## config.mk

```make
export PLATFORM = sky130hd
export DESIGN_NAME = move_receiver
export DESIGN_NICKNAME = d
export VERILOG_FILES = /design/src/common/uart_pkg.sv /design/src/common/move_pkg.sv /design/src/common/byte_stream_if.sv /design/src/common/store_if.sv /design/src/uart/uart_tx.sv /design/src/uart/uart_rx.sv /design/src/source/move_receive_control.sv /design/src/source/move_store.sv /design/src/source/move_receiver.sv
export SDC_FILE = /design/constraint.sdc
export NUM_CORES = 1
export LEC_CHECK = 0
export BUFFER_PORTS_ARGS = -buffer_cell sky130_fd_sc_hd__buf_2
export CAP_MARGIN = 20
export CORE_ASPECT_RATIO = 0.75
export CORE_MARGIN = 1.5
export CORE_UTILIZATION = 40
export DETAILED_ROUTE_END_ITERATION = 7
export PLACE_DENSITY_LB_ADDON = 0.05
export SETUP_SLACK_MARGIN = 0.2
export SKIP_CTS_REPAIR_TIMING = 1
export SYNTH_ARGS = -nofsm -noshare
export SYNTH_HDL_FRONTEND = slang
export SYNTH_SLANG_ARGS = --single-unit
export TNS_END_PERCENT = 50
```

## constraint.sdc

```tcl
create_clock -name clock -period 4.2 [get_ports clock]
set_input_delay 0.21 -clock clock [delete_from_list [all_inputs] [get_ports clock]]
set_output_delay 0.21 -clock clock [all_outputs]
set_load 0.02 [all_outputs]
```

## src/common/uart_pkg.sv

```systemverilog
/*
 * Serial frame constants for the 8N1 link to the host.
 * One start bit, eight data bits LSB first, one stop bit, no parity.
 * The bit period is a whole number of clock cycles, set per instance.
 */
package uart_pkg;

    localparam int DATA_BITS = 8;               // Payload bits per frame
    localparam int FRAME_BITS = DATA_BITS + 2;  // Start + data + stop

    // Default bit period in clock cycles, overridden from the top level
    localparam int DEFAULT_CLOCKS_PER_BIT = 16;

endpackage

```

## src/common/move_pkg.sv

```systemverilog
/*
 * Move fetch definitions shared by the control unit, memory and top level.
 * State encoding 0 to 6 is fixed, since state_debug exposes it on pins
 * and external debug tools decode these values.
 */
package move_pkg;

    // Control unit states, in sequence order
    typedef enum logic [2:0] {
        state_idle     = 3'd0,
        state_prepare  = 3'd1,
        state_transmit = 3'd2,
        state_receive  = 3'd3,
        state_store    = 3'd4,
        state_advance  = 3'd5,
        state_finish   = 3'd6
    } control_state_t;

    // One stored move, exactly one UART payload byte
    typedef logic [7:0] move_t;

    // Byte sent to the host to ask for a list of moves ('M')
    localparam move_t REQUEST_BYTE = 8'h4D;

    // Moves fetched per request unless the top level overrides it
    localparam int DEFAULT_MOVE_COUNT = 8;

endpackage

```

## src/common/byte_stream_if.sv

```systemverilog
/*
 * Received byte stream with valid/ready handshake.
 * A byte moves on an edge with valid and ready both high.
 * error marks a bad stop bit; such a byte is accepted but not stored.
 */
`timescale 1ns/100ps

interface byte_stream_if ();
    import move_pkg::*;

    logic  valid;  // Byte on data is ready for transfer
    logic  ready;  // Sink takes the byte this edge
    move_t data;
    logic  error;  // Stop bit was low

    modport source  (output valid, output data, output error, input ready);
    modport sink    (input valid, input data, input error, output ready);
    modport monitor (input valid, input ready, input data, input error);

endinterface

```

## src/common/store_if.sv

```systemverilog
/*
 * Commands from the control unit to the move memory.
 * clear, write and advance are single-cycle strobes.
 * last is high while the address points at the final move slot.
 */
`timescale 1ns/100ps

interface store_if ();

    logic clear;    // Reset the write address to 0
    logic write;    // Write current byte at the write address
    logic advance;  // Step the write address
    logic last;     // Write address is MOVE_COUNT-1

    modport control (output clear, output write, output advance, input last);
    modport memory  (input clear, input write, input advance, output last);

endinterface

```

## src/uart/uart_tx.sv

```systemverilog
/*
 * 8N1 serializer, one frame per send_start pulse.
 * tx drops for the start bit on the edge that samples send_start.
 * A frame lasts FRAME_BITS*CLOCKS_PER_BIT cycles and send_done pulses
 * once as the stop bit ends. send_start is ignored while sending.
 */
`timescale 1ns/100ps

module uart_tx #(
    parameter int CLOCKS_PER_BIT = uart_pkg::DEFAULT_CLOCKS_PER_BIT
) (
    input  logic            clock,
    input  logic            reset,
    input  logic            send_start,
    input  move_pkg::move_t data,
    output logic            tx,
    output logic            send_done
);
    import uart_pkg::*;

    localparam int TIMER_WIDTH = (CLOCKS_PER_BIT > 1) ? $clog2(CLOCKS_PER_BIT) : 1;
    localparam int COUNT_WIDTH = $clog2(FRAME_BITS);

    logic                   active;     // Frame in progress
    logic [TIMER_WIDTH-1:0] bit_timer;  // Cycles into current bit
    logic [COUNT_WIDTH-1:0] bit_count;  // Bit now on the line, 0 = start
    logic [FRAME_BITS-2:0]  shift_reg;  // Bits still to send, stop bit on top
    logic                   bit_end;

    assign bit_end = (bit_timer == TIMER_WIDTH'(CLOCKS_PER_BIT - 1));

    // Control and line state
    always_ff @(posedge clock or posedge reset) begin
        if (reset) begin
            active    <= 1'b0;
            bit_timer <= '0;
            bit_count <= '0;
            tx        <= 1'b1;  // Line idles high
            send_done <= 1'b0;
        end else begin
            send_done <= 1'b0;
            if (!active) begin
                if (send_start) begin
                    active    <= 1'b1;
                    tx        <= 1'b0;  // Start bit
                    bit_timer <= '0;
                    bit_count <= '0;
                end
            end else if (bit_end) begin
                bit_timer <= '0;
                if (bit_count == COUNT_WIDTH'(FRAME_BITS - 1)) begin
                    active    <= 1'b0;  // Stop bit done, tx already high
                    send_done <= 1'b1;
                end else begin
                    tx        <= shift_reg[0];
                    bit_count <= bit_count + 1'b1;
                end
            end else begin
                bit_timer <= bit_timer + 1'b1;
            end
        end
    end

    // Payload shifter, LSB first, fills with idle ones
    always_ff @(posedge clock) begin
        if (!active && send_start) begin
            shift_reg <= {1'b1, data};
        end else if (active && bit_end) begin
            shift_reg <= {1'b1, shift_reg[FRAME_BITS-2:1]};
        end
    end

endmodule

```

## src/uart/uart_rx.sv

```systemverilog
/*
 * 8N1 deserializer with a two flip-flop input synchronizer.
 * Hunts for a falling edge, confirms the start bit at its middle and
 * samples every later bit at its middle. valid rises one cycle after the
 * middle of the stop bit and stays until the handshake; error is set when
 * the stop bit is low. No parity and no flow control.
 */
`timescale 1ns/100ps

module uart_rx #(
    parameter int CLOCKS_PER_BIT = uart_pkg::DEFAULT_CLOCKS_PER_BIT
) (
    input  logic          clock,
    input  logic          reset,
    input  logic          rx,
    byte_stream_if.source bytes
);
    import uart_pkg::*;

    localparam int TIMER_WIDTH = (CLOCKS_PER_BIT > 1) ? $clog2(CLOCKS_PER_BIT) : 1;
    localparam int COUNT_WIDTH = $clog2(DATA_BITS);
    localparam int HALF_BIT = (CLOCKS_PER_BIT > 1) ? CLOCKS_PER_BIT / 2 : 1;

    typedef enum logic [1:0] {
        rx_idle,
        rx_start,
        rx_data,
        rx_stop
    } rx_state_t;

    rx_state_t              state;
    logic                   rx_meta, rx_sync, rx_prev;  // Synchronizer and edge detect
    logic [TIMER_WIDTH-1:0] bit_timer;
    logic [COUNT_WIDTH-1:0] bit_count;
    logic [DATA_BITS-1:0]   shift_reg;
    logic                   bit_end;
    logic                   half_end;

    assign bit_end  = (bit_timer == TIMER_WIDTH'(CLOCKS_PER_BIT - 1));
    assign half_end = (bit_timer == TIMER_WIDTH'(HALF_BIT - 1));

    always_ff @(posedge clock or posedge reset) begin
        if (reset) begin
            rx_meta <= 1'b1;
            rx_sync <= 1'b1;
            rx_prev <= 1'b1;
        end else begin
            rx_meta <= rx;
            rx_sync <= rx_meta;
            rx_prev <= rx_sync;
        end
    end

    // Frame sequencer and valid flag
    always_ff @(posedge clock or posedge reset) begin
        if (reset) begin
            state       <= rx_idle;
            bit_timer   <= '0;
            bit_count   <= '0;
            bytes.valid <= 1'b0;
        end else begin
            if (bytes.valid && bytes.ready) begin
                bytes.valid <= 1'b0;  // Handshake done
            end
            case (state)
                rx_idle: begin
                    bit_timer <= '0;
                    if (rx_prev && !rx_sync) begin  // Falling edge only
                        state <= rx_start;
                    end
                end
                rx_start: begin
                    if (half_end) begin
                        bit_timer <= '0;
                        bit_count <= '0;
                        state     <= rx_sync ? rx_idle : rx_data;  // Glitch check
                    end else begin
                        bit_timer <= bit_timer + 1'b1;
                    end
                end
                rx_data: begin
                    if (bit_end) begin
                        bit_timer <= '0;
                        bit_count <= bit_count + 1'b1;
                        if (bit_count == COUNT_WIDTH'(DATA_BITS - 1)) begin
                            state <= rx_stop;
                        end
                    end else begin
                        bit_timer <= bit_timer + 1'b1;
                    end
                end
                rx_stop: begin
                    if (bit_end) begin
                        bit_timer   <= '0;
                        bytes.valid <= 1'b1;
                        state       <= rx_idle;  // Next frame needs a new falling edge
                    end else begin
                        bit_timer <= bit_timer + 1'b1;
                    end
                end
                default: state <= rx_idle;
            endcase
        end
    end

    // Payload path, shifted in LSB first and latched at mid stop bit
    always_ff @(posedge clock) begin
        if (state == rx_data && bit_end) begin
            shift_reg <= {rx_sync, shift_reg[DATA_BITS-1:1]};
        end
        if (state == rx_stop && bit_end) begin
            bytes.data  <= shift_reg;
            bytes.error <= !rx_sync;  // Framing error
        end
    end

endmodule

```

## src/source/move_receive_control.sv

```systemverilog
/*
 * Central FSM for one move fetch: request, then receive and store
 * until the memory reports its last slot, then pulse done.
 * start is only seen in idle. Bytes with a framing error are taken
 * off the stream and dropped without using an address.
 */
`timescale 1ns/100ps

module move_receive_control (
    input  logic                  clock,
    input  logic                  reset,
    input  logic                  start,
    input  logic                  send_done,
    output logic                  send_start,
    byte_stream_if.sink           bytes,
    store_if.control              store,
    output logic                  done,
    output logic                  busy,
    output logic [2:0]            state_debug
);
    import move_pkg::*;

    control_state_t state, next_state;

    always_ff @(posedge clock or posedge reset) begin
        if (reset) begin
            state <= state_idle;
        end else begin
            state <= next_state;
        end
    end

    always_comb begin
        next_state = state;
        case (state)
            state_idle:     if (start) next_state = state_prepare;
            state_prepare:  next_state = state_transmit;  // Request goes out now
            state_transmit: if (send_done) next_state = state_receive;
            state_receive: begin
                if (bytes.valid) begin  // ready is high here, so this is the handshake
                    next_state = bytes.error ? state_receive : state_store;
                end
            end
            state_store:    next_state = state_advance;
            state_advance:  next_state = store.last ? state_finish : state_receive;
            state_finish:   next_state = state_idle;
            default:        next_state = state_idle;
        endcase
    end

    // Moore outputs, decoded straight from the state
    assign send_start    = (state == state_prepare);
    assign store.clear   = (state == state_prepare);   // New run starts at address 0
    assign bytes.ready   = (state == state_receive);
    assign store.write   = (state == state_store);
    assign store.advance = (state == state_advance);
    assign done          = (state == state_finish);
    assign busy          = (state != state_idle) && (state != state_finish);
    assign state_debug   = state;  // Raw encoding for debug pins

endmodule

```

## src/source/move_store.sv

```systemverilog
/*
 * Move memory with its write address counter.
 * The address clears on clear, steps on advance and holds at the last
 * slot. Writes take the byte held on the stream. The read port is
 * registered, so read_data follows read_addr by one cycle.
 */
`timescale 1ns/100ps

module move_store #(
    parameter int  MOVE_COUNT = move_pkg::DEFAULT_MOVE_COUNT,
    localparam int ADDR_WIDTH = (MOVE_COUNT > 1) ? $clog2(MOVE_COUNT) : 1
) (
    input  logic                  clock,
    input  logic                  reset,
    store_if.memory               store,
    byte_stream_if.monitor        bytes,
    input  logic [ADDR_WIDTH-1:0] read_addr,
    output move_pkg::move_t       read_data
);
    import move_pkg::*;

    move_t                 memory [MOVE_COUNT];
    logic [ADDR_WIDTH-1:0] write_addr;

    assign store.last = (write_addr == ADDR_WIDTH'(MOVE_COUNT - 1));

    always_ff @(posedge clock or posedge reset) begin
        if (reset) begin
            write_addr <= '0;
        end else if (store.clear) begin
            write_addr <= '0;
        end else if (store.advance && !store.last) begin  // Stays in range
            write_addr <= write_addr + 1'b1;
        end
    end

    // Data is still held by the receiver in the cycle after the handshake
    always_ff @(posedge clock) begin
        if (store.write) begin
            memory[write_addr] <= bytes.data;
        end
    end

    always_ff @(posedge clock) begin
        read_data <= memory[read_addr];
    end

endmodule

```

## src/source/move_receiver.sv

```systemverilog
/*
 * Move fetch subsystem top level.
 * A start pulse in idle sends REQUEST_BYTE on tx, then MOVE_COUNT good
 * bytes from rx are stored and done pulses once. Moves are read back
 * through read_addr/read_data with one cycle of latency.
 * Both serial lines idle high and share one CLOCKS_PER_BIT.
 */
`timescale 1ns/100ps

module move_receiver #(
    parameter int  CLOCKS_PER_BIT = uart_pkg::DEFAULT_CLOCKS_PER_BIT,
    parameter int  MOVE_COUNT     = move_pkg::DEFAULT_MOVE_COUNT,
    localparam int ADDR_WIDTH     = (MOVE_COUNT > 1) ? $clog2(MOVE_COUNT) : 1
) (
    input  logic                  clock,
    input  logic                  reset,
    input  logic                  start,
    input  logic                  rx,
    output logic                  tx,
    output logic                  done,
    output logic                  busy,
    input  logic [ADDR_WIDTH-1:0] read_addr,
    output move_pkg::move_t       read_data,
    output logic [2:0]            state_debug
);
    import move_pkg::*;

    logic send_start;  // Control to transmitter
    logic send_done;   // Transmitter back to control

    byte_stream_if bytes_bus ();
    store_if       store_bus ();

    uart_tx #(
        .CLOCKS_PER_BIT(CLOCKS_PER_BIT)
    ) u_uart_tx (
        .clock      (clock),
        .reset      (reset),
        .send_start (send_start),
        .data       (REQUEST_BYTE),
        .tx         (tx),
        .send_done  (send_done)
    );

    uart_rx #(
        .CLOCKS_PER_BIT(CLOCKS_PER_BIT)
    ) u_uart_rx (
        .clock (clock),
        .reset (reset),
        .rx    (rx),
        .bytes (bytes_bus.source)
    );

    move_receive_control u_control (
        .clock       (clock),
        .reset       (reset),
        .start       (start),
        .send_done   (send_done),
        .send_start  (send_start),
        .bytes       (bytes_bus.sink),
        .store       (store_bus.control),
        .done        (done),
        .busy        (busy),
        .state_debug (state_debug)
    );

    move_store #(
        .MOVE_COUNT(MOVE_COUNT)
    ) u_store (
        .clock     (clock),
        .reset     (reset),
        .store     (store_bus.memory),
        .bytes     (bytes_bus.monitor),
        .read_addr (read_addr),
        .read_data (read_data)
    );

endmodule

```

## Word level (Yosys, flattened, before mapping)

Memory sizes are Yosys's and may differ from the RTL's. A register that Yosys moved wholly into a read port is not among the register bits.
Index checks and enable logic that the tools add are counted.

- Bits in registers: 55
- Latch bits: 0
- Bits in writable memories: 64
- ROM bits: 0
- Input port bits: 7
- Logic and storage cells: 115
- Memories: 1

Memory list:

| name | words | bits a word | rd ports | clocked after Yosys merged registers in | wr ports | RTL line | text |
|---|---|---|---|---|---|---|---|
| u_store.memory | 8 | 8 | 1 | 1 | 1 | move_store.sv:22 | `move_t memory [MOVE_COUNT];` |

- $add $sub $neg: 5
- Multipliers: 0
- Div/mod/pow operators: 0
- Magnitude comparators: 0
- Eq/ne operators: 26
- Shift-type cells: 0
- Muxes and demuxes: 43
- Bitwise operators: 0
- Reduce and logical (&&, ||, !) cells: 22

Operators with widths:

| cell | number |
|---|---|
| $mux W4 | 8 |
| $mux W3 | 9 |
| $pmux W3 S6 | 1 |
| $mux W1 | 16 |
| $eq A3 B3 Y1 const B | 5 |
| $add A4 B1 Y4 const B | 3 |
| $eq A4 B4 Y1 const B | 3 |
| $mux W2 | 6 |
| $ne A2 B1 Y1 const B | 6 |
| $pmux W4 S3 | 1 |
| $reduce_and A3 Y1 | 3 |
| $logic_and A1 B1 Y1 | 8 |
| $ne A2 B2 Y1 const B | 4 |
| $pmux W2 S4 | 1 |
| $add A3 B1 Y3 const B | 2 |
| $eq A3 B2 Y1 const B | 2 |
| $pmux W3 S2 | 1 |
| $reduce_bool A2 Y1 | 3 |
| $reduce_and A5 Y1 | 1 |
| $eq A2 B2 Y1 const B | 2 |
| $eq A4 B3 Y1 const B | 1 |
| $eq A3 B1 Y1 const B | 1 |
| $logic_not A1 Y1 | 3 |
| $logic_not A3 Y1 | 1 |
| 5 further kinds | 5 |

## Logic depth before layout (Yosys ltp)

Gate-level depths: netlist of the first run.

- Depth in word-level cells: 5
- Mapped depth: 7
- Mapped depth without buffers: 6

## Modules after synthesis

Synthesis of the first run repeated with hierarchy kept, for this count alone.

- Cells, all modules: 310
- Area total of the unflattened synthesis: 5210.0 µm²

Modules (own cells, without submodules):

| module | times used | cells each | area each (µm²) |
|---|---|---|---|
| move_store | 1 | 127 | 2841.5 |
| uart_rx | 1 | 75 | 1168.6 |
| uart_tx | 1 | 74 | 924.6 |
| move_receive_control | 1 | 32 | 267.8 |
| move_receiver | 1 | 2 | 7.5 |

## Worst setup path before layout of the first run

No wires, ideal clock.

- Path type: reg2reg
- Start point: reg u_control.state[2] (netlist: u_control.state_debug[2])
- End point: mem u_store.memory[0][0] (netlist name) (enable)
- Arrival time: 1.722 ns
- Data required time: 3.817 ns
- Slack: 2.094 ns
- Cell stages (with the launch flop): 6
- Period minus slack after synthesis: 2.106 ns
- Path through: dfrtp_1 > clkbuf_1 > inv_1 > nor2_1 > nand2_1 > nor3_1

- Longest elaborated chain between the ends: 3

RTL lines:

| what | RTL line | text |
|---|---|---|
| start: declaration | move_receive_control.sv:23 | `control_state_t state, next_state;` |
| start signal: assignment | move_receive_control.sv:27 | `state <= state_idle;` |
| start signal: assignment | move_receive_control.sv:29 | `state <= next_state;` |
| $eq A3 B3 Y1 | move_receive_control.sv:55 | `assign store.write = (state == state_store);` |
| $mux W1 | move_store.sv:39 | `if (store.write) begin` |
| $mux W1 (not written as such) | move_store.sv:40 | `memory[write_addr] <= bytes.data;` |
| end: declaration | move_store.sv:22 |  |

Every way passes these cells.

## Final worst setup path of the first run

- Start point: reg u_control.state[2] (netlist: u_control.state_debug[2])
- End point: mem u_store.memory[2][7] (netlist name) (enable)

Same word-level chain as after synthesis.

==> results of run 1 <==
==> power by group through the flow <==
stage | registers (mW) | clock network, mW | logic, mW
2_1_floorplan | 1.40 | 0 | 0.160
3_3_place_gp | 1.39 | 0 | 0.210
3_5_place_dp | 1.40 | 0 | 0.210
4_1_cts | 1.37 | 1.37 | 0.211
5_1_grt | 1.37 | 1.43 | 0.238
6_report | 1.37 | 1.34 | 0.209
==> per-layer routing <==
metal,up-vias,track usage (%),part of all wire (%)
li1,1291,-,-
met1,1302,21.7,56
met2,29,19.2,41
met3,11,4.24,2.3
met4,0,6.34,1.3
met5,-,0,0
==> cells by family after synthesis <==
group / after synthesis / synth area share (%)
AOI/OAI and AO/OA: 38 / 4.79
xor gates and xnor gates: 4 / 0.695
adders and majority gates: 12 / 2.98
buffers and inverters: 23 / 2.26
DFF: 127 / 69.6
muxes: 30 / 11.3
and+or+nand+nor: 89 / 8.43
==> cell type report <==
type                            count  area, µm²
Multi-Input combinational cell    173       1420
Clock buffer                       17        425
Timing Repair Buffer               25        143
Fill cell                        1071       6430
Sequential cell                   127       3510
Inverter                           12       45.0
Clock inverter                     15        123
Tap cell                          166        208
==> layout by cell type (no fill, tap or decap), drive strengths merged, types with 3 or more instances in the layout <==
cell type	count
o21ai	12
dfstp	4
a21oi	10
mux4	16
dfxtp	16
nand2	33
dfrtp	26
clkinv	11
inv	13
a21o	3
nand3	11
nor3	6
ha	12
mux2	10
nor2	19
buf	23
xor2	3
a22o	4
clkbuf	17
nor2b	4
edfxtp	81
mux2i	4
nand2b	5
==> worst max-delay path by stage <==
stage | end | slack [ps] | depth (start not counted)
2_1_floorplan | u_store.memory[0][0] | 2090 | 5
3_3_place_gp | u_store.memory[1][4] | 1990 | 3
3_5_place_dp | u_store.memory[2][4] | 2140 | 4
4_1_cts | u_store.memory[2][7] | 2130 | 4
5_1_grt | u_store.memory[6][5] | 1980 | 4
6_report | u_store.memory[2][7] | 2180 | 4
==> qor.yml, run 1 <==
status: "finished clean"
overflow: 0
p_switching_mw: 0.668
worst_setup_path_end_kind: "flip-flop"
cts_tree: "yes"
worst_path_most_repeated_cell: "nor2_1"
critPathMaxFanout: 10
grt_usage_pct: 14.4
hp-start: "read_addr[2]"
dr.pass1.iters: 4
synthArstFlopShare_pct: 23.6
r2r_end: "u_store.memory[2][7]"
yosysUniqueCellTypes: 43
io_pins: 21
fin_nets: 375
crit_path_start: "u_control.state_debug[2]"
critPathArrivalTime_ps: 2040
maxCapViolCount: 0
cts_buffers: 17
cp_cell_sequence: "inv_1 > nor2_1 > nand2_1 > nor2_1"
synth_seq_cells: 127
clkLatencyLatePin_ps: 400
drive_gt1_share_pct: 19.0
clk_pin_slew_ps: 60
place_ws_ps: 2140
dp_hpwl_mm: 5.80
drtIter0Drc: 152
worstHoldPathType: "in2reg"
grt_pass1_vias: 2527
syn_area_mm2: 0.00504
clockBufferDepth: 2
port_buffers: 20
antenna_cells: 0
yosys.area.top_type_share_pct: 48.2
cp_num_buf_inv: 1
worstHoldEndpoint: "u_store.read_data[0]"
root_buffer: "clkbuf_16"
vias: 2633
max_slew_margin_pct: 43.6
yosysTopAreaCell: "edfxtp_1"
largest_register_ffs: 64
switching_share_pct: 22.9
min_period_ps: 2020
ant_nets: 0
clock.fmax_mhz: 496
hold_viol_final: 0
synth_most_common_cell: "edfxtp_1"
grt_max_degree: 31
cts.sinks: 127
place_area_mm2: 0.00531
max_stage_delay_ps: 620
timing.final.crit_share_pct: 48.0
p_clk_share_pct: 45.8
finalMaxSlewViolations: 0
start_kind: "flip-flop"
synth_edf_count: 81
avgSynthCellArea_um2: 15.6
tightest_slew_ps: 843
yosysSeqAreaShare_pct: 69.6
finalWeightedCongestion: 0.712
die_w_um: 133
p_leak_nw: 2.26
wl_per_cell_um: 16.3
drc_errors: 0
p_int_mw: 2.25
wirelength_mm: 8.70
power.total_mw: 2.92
whs_ps: 265
die-area_mm2: 0.0133
seq_power_share_pct: 47.0
synth_nets: 342
required_ps: 4230
start_util_pct: 41.0
dp_cells: 501
fp.dieH_um: 100
ir_drop_v: 0.000292
hold_depth: 2
ys.flop_type: "edfxtp_1"
regMostFlops: "u_store.memory"
setup_viol: 0
grt_pass1_wl_mm: 14.0
r2r-start: "u_control.state_debug[2]"
row_count: 35
reg2reg_slack_ps: 2180
synth.top_cells.by_count: "edfxtp_1, nand2_1, dfrtp_1"
area_delta_synth_final_pct: 16.4
final_cell_count_no_fill: 535
reg2reg_depth: 4
combPwrFrac_pct: 7.2
crit_type: "reg2reg"
design_area_mm2: 0.00587
vias_per_cell: 4.92
antenna_found_initial: 0
cp_slowest_cell: "nor2_1"
setup_slack_ps: 2180
grt_setup_unrepaired: "no"
critical-path-top-delay-family: "simple AND/OR/NAND/NOR gates"
synth_top_cells_by_area: "edfxtp_1, dfrtp_1, mux4_1"
synth_warnings: 0
netlist_instances: 323
power.density_mw_per_mm2: 497
final_core_util_pct: 47.7
fp.coreArea_mm2: 0.0123
htreeDepth: 4
setup_tns_ps: 0
skew_ps: 7.58
(Power assumes the default switching activity.)
==> run 2: changes to the inputs <==
ABC_AREA = 1   (was default)
clock period = 1.9 ns   (was 4.2 ns; I/O delays follow)
==> qor.yml, run 2 <==
status: "finished clean"  # unchanged
switching_share_pct: 29.0  # was 22.9%
place_ws_ps: 281  # was 2140 ps
antenna_cells: 0  # unchanged
whs_ps: 19.6  # was 265 ps
yosysSeqAreaShare_pct: 69.5  # was 69.6%
avgSynthCellArea_um2: 11.5  # was 15.6 µm²
synth.top_cells.by_count: "edfxtp_1, nand2_1, nor2_1"  # was edfxtp_1, nand2_1, dfrtp_1
power.density_mw_per_mm2: 1290  # was 497 mW/mm²
ys.flop_type: "edfxtp_1"  # unchanged
grt_pass1_vias: 3194  # was 2527
grt_setup_unrepaired: "no"  # unchanged
port_buffers: 20  # unchanged
critPathArrivalTime_ps: 1650  # was 2040 ps
critPathMaxFanout: 8  # was 10
die_w_um: 133  # about the same
p_clk_share_pct: 37.1  # was 45.8%
io_pins: 21  # unchanged
vias: 3170  # was 2633
worst_setup_path_end_kind: "flip-flop"  # unchanged
fp.dieH_um: 100  # about the same
ir_drop_v: 0.000727  # was 0.000292 V
root_buffer: "clkbuf_16"  # unchanged
place_area_mm2: 0.00539  # was 0.00531 mm²
p_leak_nw: 2.37  # was 2.26 nW
yosysTopAreaCell: "edfxtp_1"  # unchanged
synthArstFlopShare_pct: 23.6  # unchanged
max_slew_margin_pct: 62.5  # was 43.6%
mostFrequentLayoutCell: "edfxtp_1"  # unchanged
htreeDepth: 4  # unchanged
min_period_ps: 1550  # was 2020 ps
timing.final.crit_share_pct: 81.4  # was 48.0%
grt_max_degree: 33  # was 31
clkLatencyLatePin_ps: 400  # about the same
synth_top_cells_by_area: "edfxtp_1, dfrtp_1, dfxtp_1"  # was edfxtp_1, dfrtp_1, mux4_1
grt_usage_pct: 16.4  # was 14.4%
clockBufferDepth: 2  # unchanged
netlist_instances: 440  # was 323
synth_nets: 459  # was 342
area_delta_synth_final_pct: 17.7  # was 16.4%
p_switching_mw: 2.21  # was 0.668 mW
synth_seq_cells: 127  # unchanged
seq_power_share_pct: 45.4  # was 47.0%
worstHoldPathType: "in2reg"  # unchanged
synth_edf_count: 81  # unchanged
final_core_util_pct: 48.3  # was 47.7%
synth_most_common_cell: "edfxtp_1"  # unchanged
yosysUniqueCellTypes: 29  # was 43
dp_hpwl_mm: 6.79  # was 5.80 mm
required_ps: 2010  # was 4230 ps
drtIter0Drc: 265  # was 152
power.total_mw: 7.63  # was 2.92 mW
ant_nets: 0  # unchanged
fin_nets: 502  # was 375
wl_per_cell_um: 15.1  # was 16.3 µm
cts_buffers: 17  # unchanged
drc_errors: 0  # unchanged
synth_warnings: 0  # unchanged
skew_ps: 8.07  # was 7.58 ps
fp.coreArea_mm2: 0.0123  # unchanged
setup_slack_ps: 354  # was 2180 ps
maxCapViolCount: 0  # unchanged
final_cell_count_no_fill: 662  # was 535
design_area_mm2: 0.00594  # was 0.00587 mm²
crit_type: "reg2reg"  # unchanged
clk_pin_slew_ps: 50  # was 60 ps
regMostFlops: "u_store.memory"  # unchanged
setup_tns_ps: 0  # unchanged
clock.fmax_mhz: 647  # was 496 MHz
wirelength_mm: 9.98  # was 8.70 mm
start_kind: "flip-flop"  # unchanged
tightest_slew_ps: 562  # was 843 ps
setup_viol: 0  # unchanged
dr.pass1.iters: 4  # unchanged
finalWeightedCongestion: 0.779  # was 0.712
start_util_pct: 41.0  # about the same
cts_tree: "yes"  # unchanged
largest_register_ffs: 64  # unchanged
p_int_mw: 5.42  # was 2.25 mW
dp_cells: 628  # was 501
row_count: 35  # unchanged
syn_area_mm2: 0.00505  # was 0.00504 mm²
yosys.area.top_type_share_pct: 48.2  # about the same
drive_gt1_share_pct: 16.9  # was 19.0%
vias_per_cell: 4.79  # was 4.92
die-area_mm2: 0.0133  # about the same
antenna_found_initial: 0  # unchanged
reg2reg_slack_ps: 350  # was 2180 ps
hold_viol_final: 0  # unchanged
mostFrequentLayoutCells: "edfxtp_1, nand2_1, nor2_1"  # was edfxtp_1, nand2_1, dfrtp_1
cts.sinks: 127  # unchanged
overflow: 0  # unchanged
grt_pass1_wl_mm: 16.3  # was 14.0 mm
finalMaxSlewViolations: 0  # unchanged
combPwrFrac_pct: 17.5  # was 7.2%
-- run 2: path summary, 6_finish.rpt --
check	cells past startpoint	end	startpoint
hold reg to reg	0	u_uart_rx.rx_sync	u_uart_rx.rx_meta
setup reg to reg	6	u_store.memory[0][4]	u_control.state_debug[0]
min in group asynchronous	4	u_uart_rx.state[0]	reset
hold / removal	3	u_control.state_debug[1]	start
max in group asynchronous	4	u_uart_tx.tx	reset
setup / recovery	6	u_store.memory[0][4]	u_control.state_debug[0]
-- run 2: worst max-delay path: stages, from the launching register on --
cell and delay, ps:
dfrtp_1 410, inv_2 130, nand2_1 110, nor2_2 150
nand2_1 150, nor2_1 120, buf_4 180
-- run 2: power groups by stage --
stage	Combinational, mW	Sequential (mW)	Clock, mW
6_report	1.34	3.46	2.83
5_1_grt	1.56	3.52	3.01
4_1_cts	1.36	3.47	2.90
3_5_place_dp	1.35	3.52	0
3_3_place_gp	1.34	3.51	0
2_1_floorplan	1.00	3.52	0
-- run 2: cell type report --
type | instances | area [µm²]
Inverter | 28 | 108
Clock buffer | 20 | 457
Fill cell | 1142 | 6370
Sequential cell | 127 | 3510
Multi-Input combinational cell | 275 | 1380
Timing Repair Buffer | 34 | 210
Tap cell | 166 | 208
Clock inverter | 12 | 70.1
-- run 2: logic make-up after synthesis --
kind of cell / share of synthesized area (%)
DFF: 69.5
buffers and inverters: 3.22
AOI/OAI and AO/OA: 8.01
xor gates and xnor gates: 0.347
and+or+nand+nor: 15.9
adders and majority gates: 2.98
-- run 2: layer usage --
layer | routed length, µm | vias up | part of all wire, % | GRT usage [%]
met1 | 4950 | 1487 | 50 | 22.5
li1 | - | 1610 | - | -
met3 | 562 | 11 | 5.6 | 4.19
met2 | 4350 | 62 | 44 | 25.4
met5 | 0 | - | 0 | 0
met4 | 107 | 0 | 1.1 | 6.34
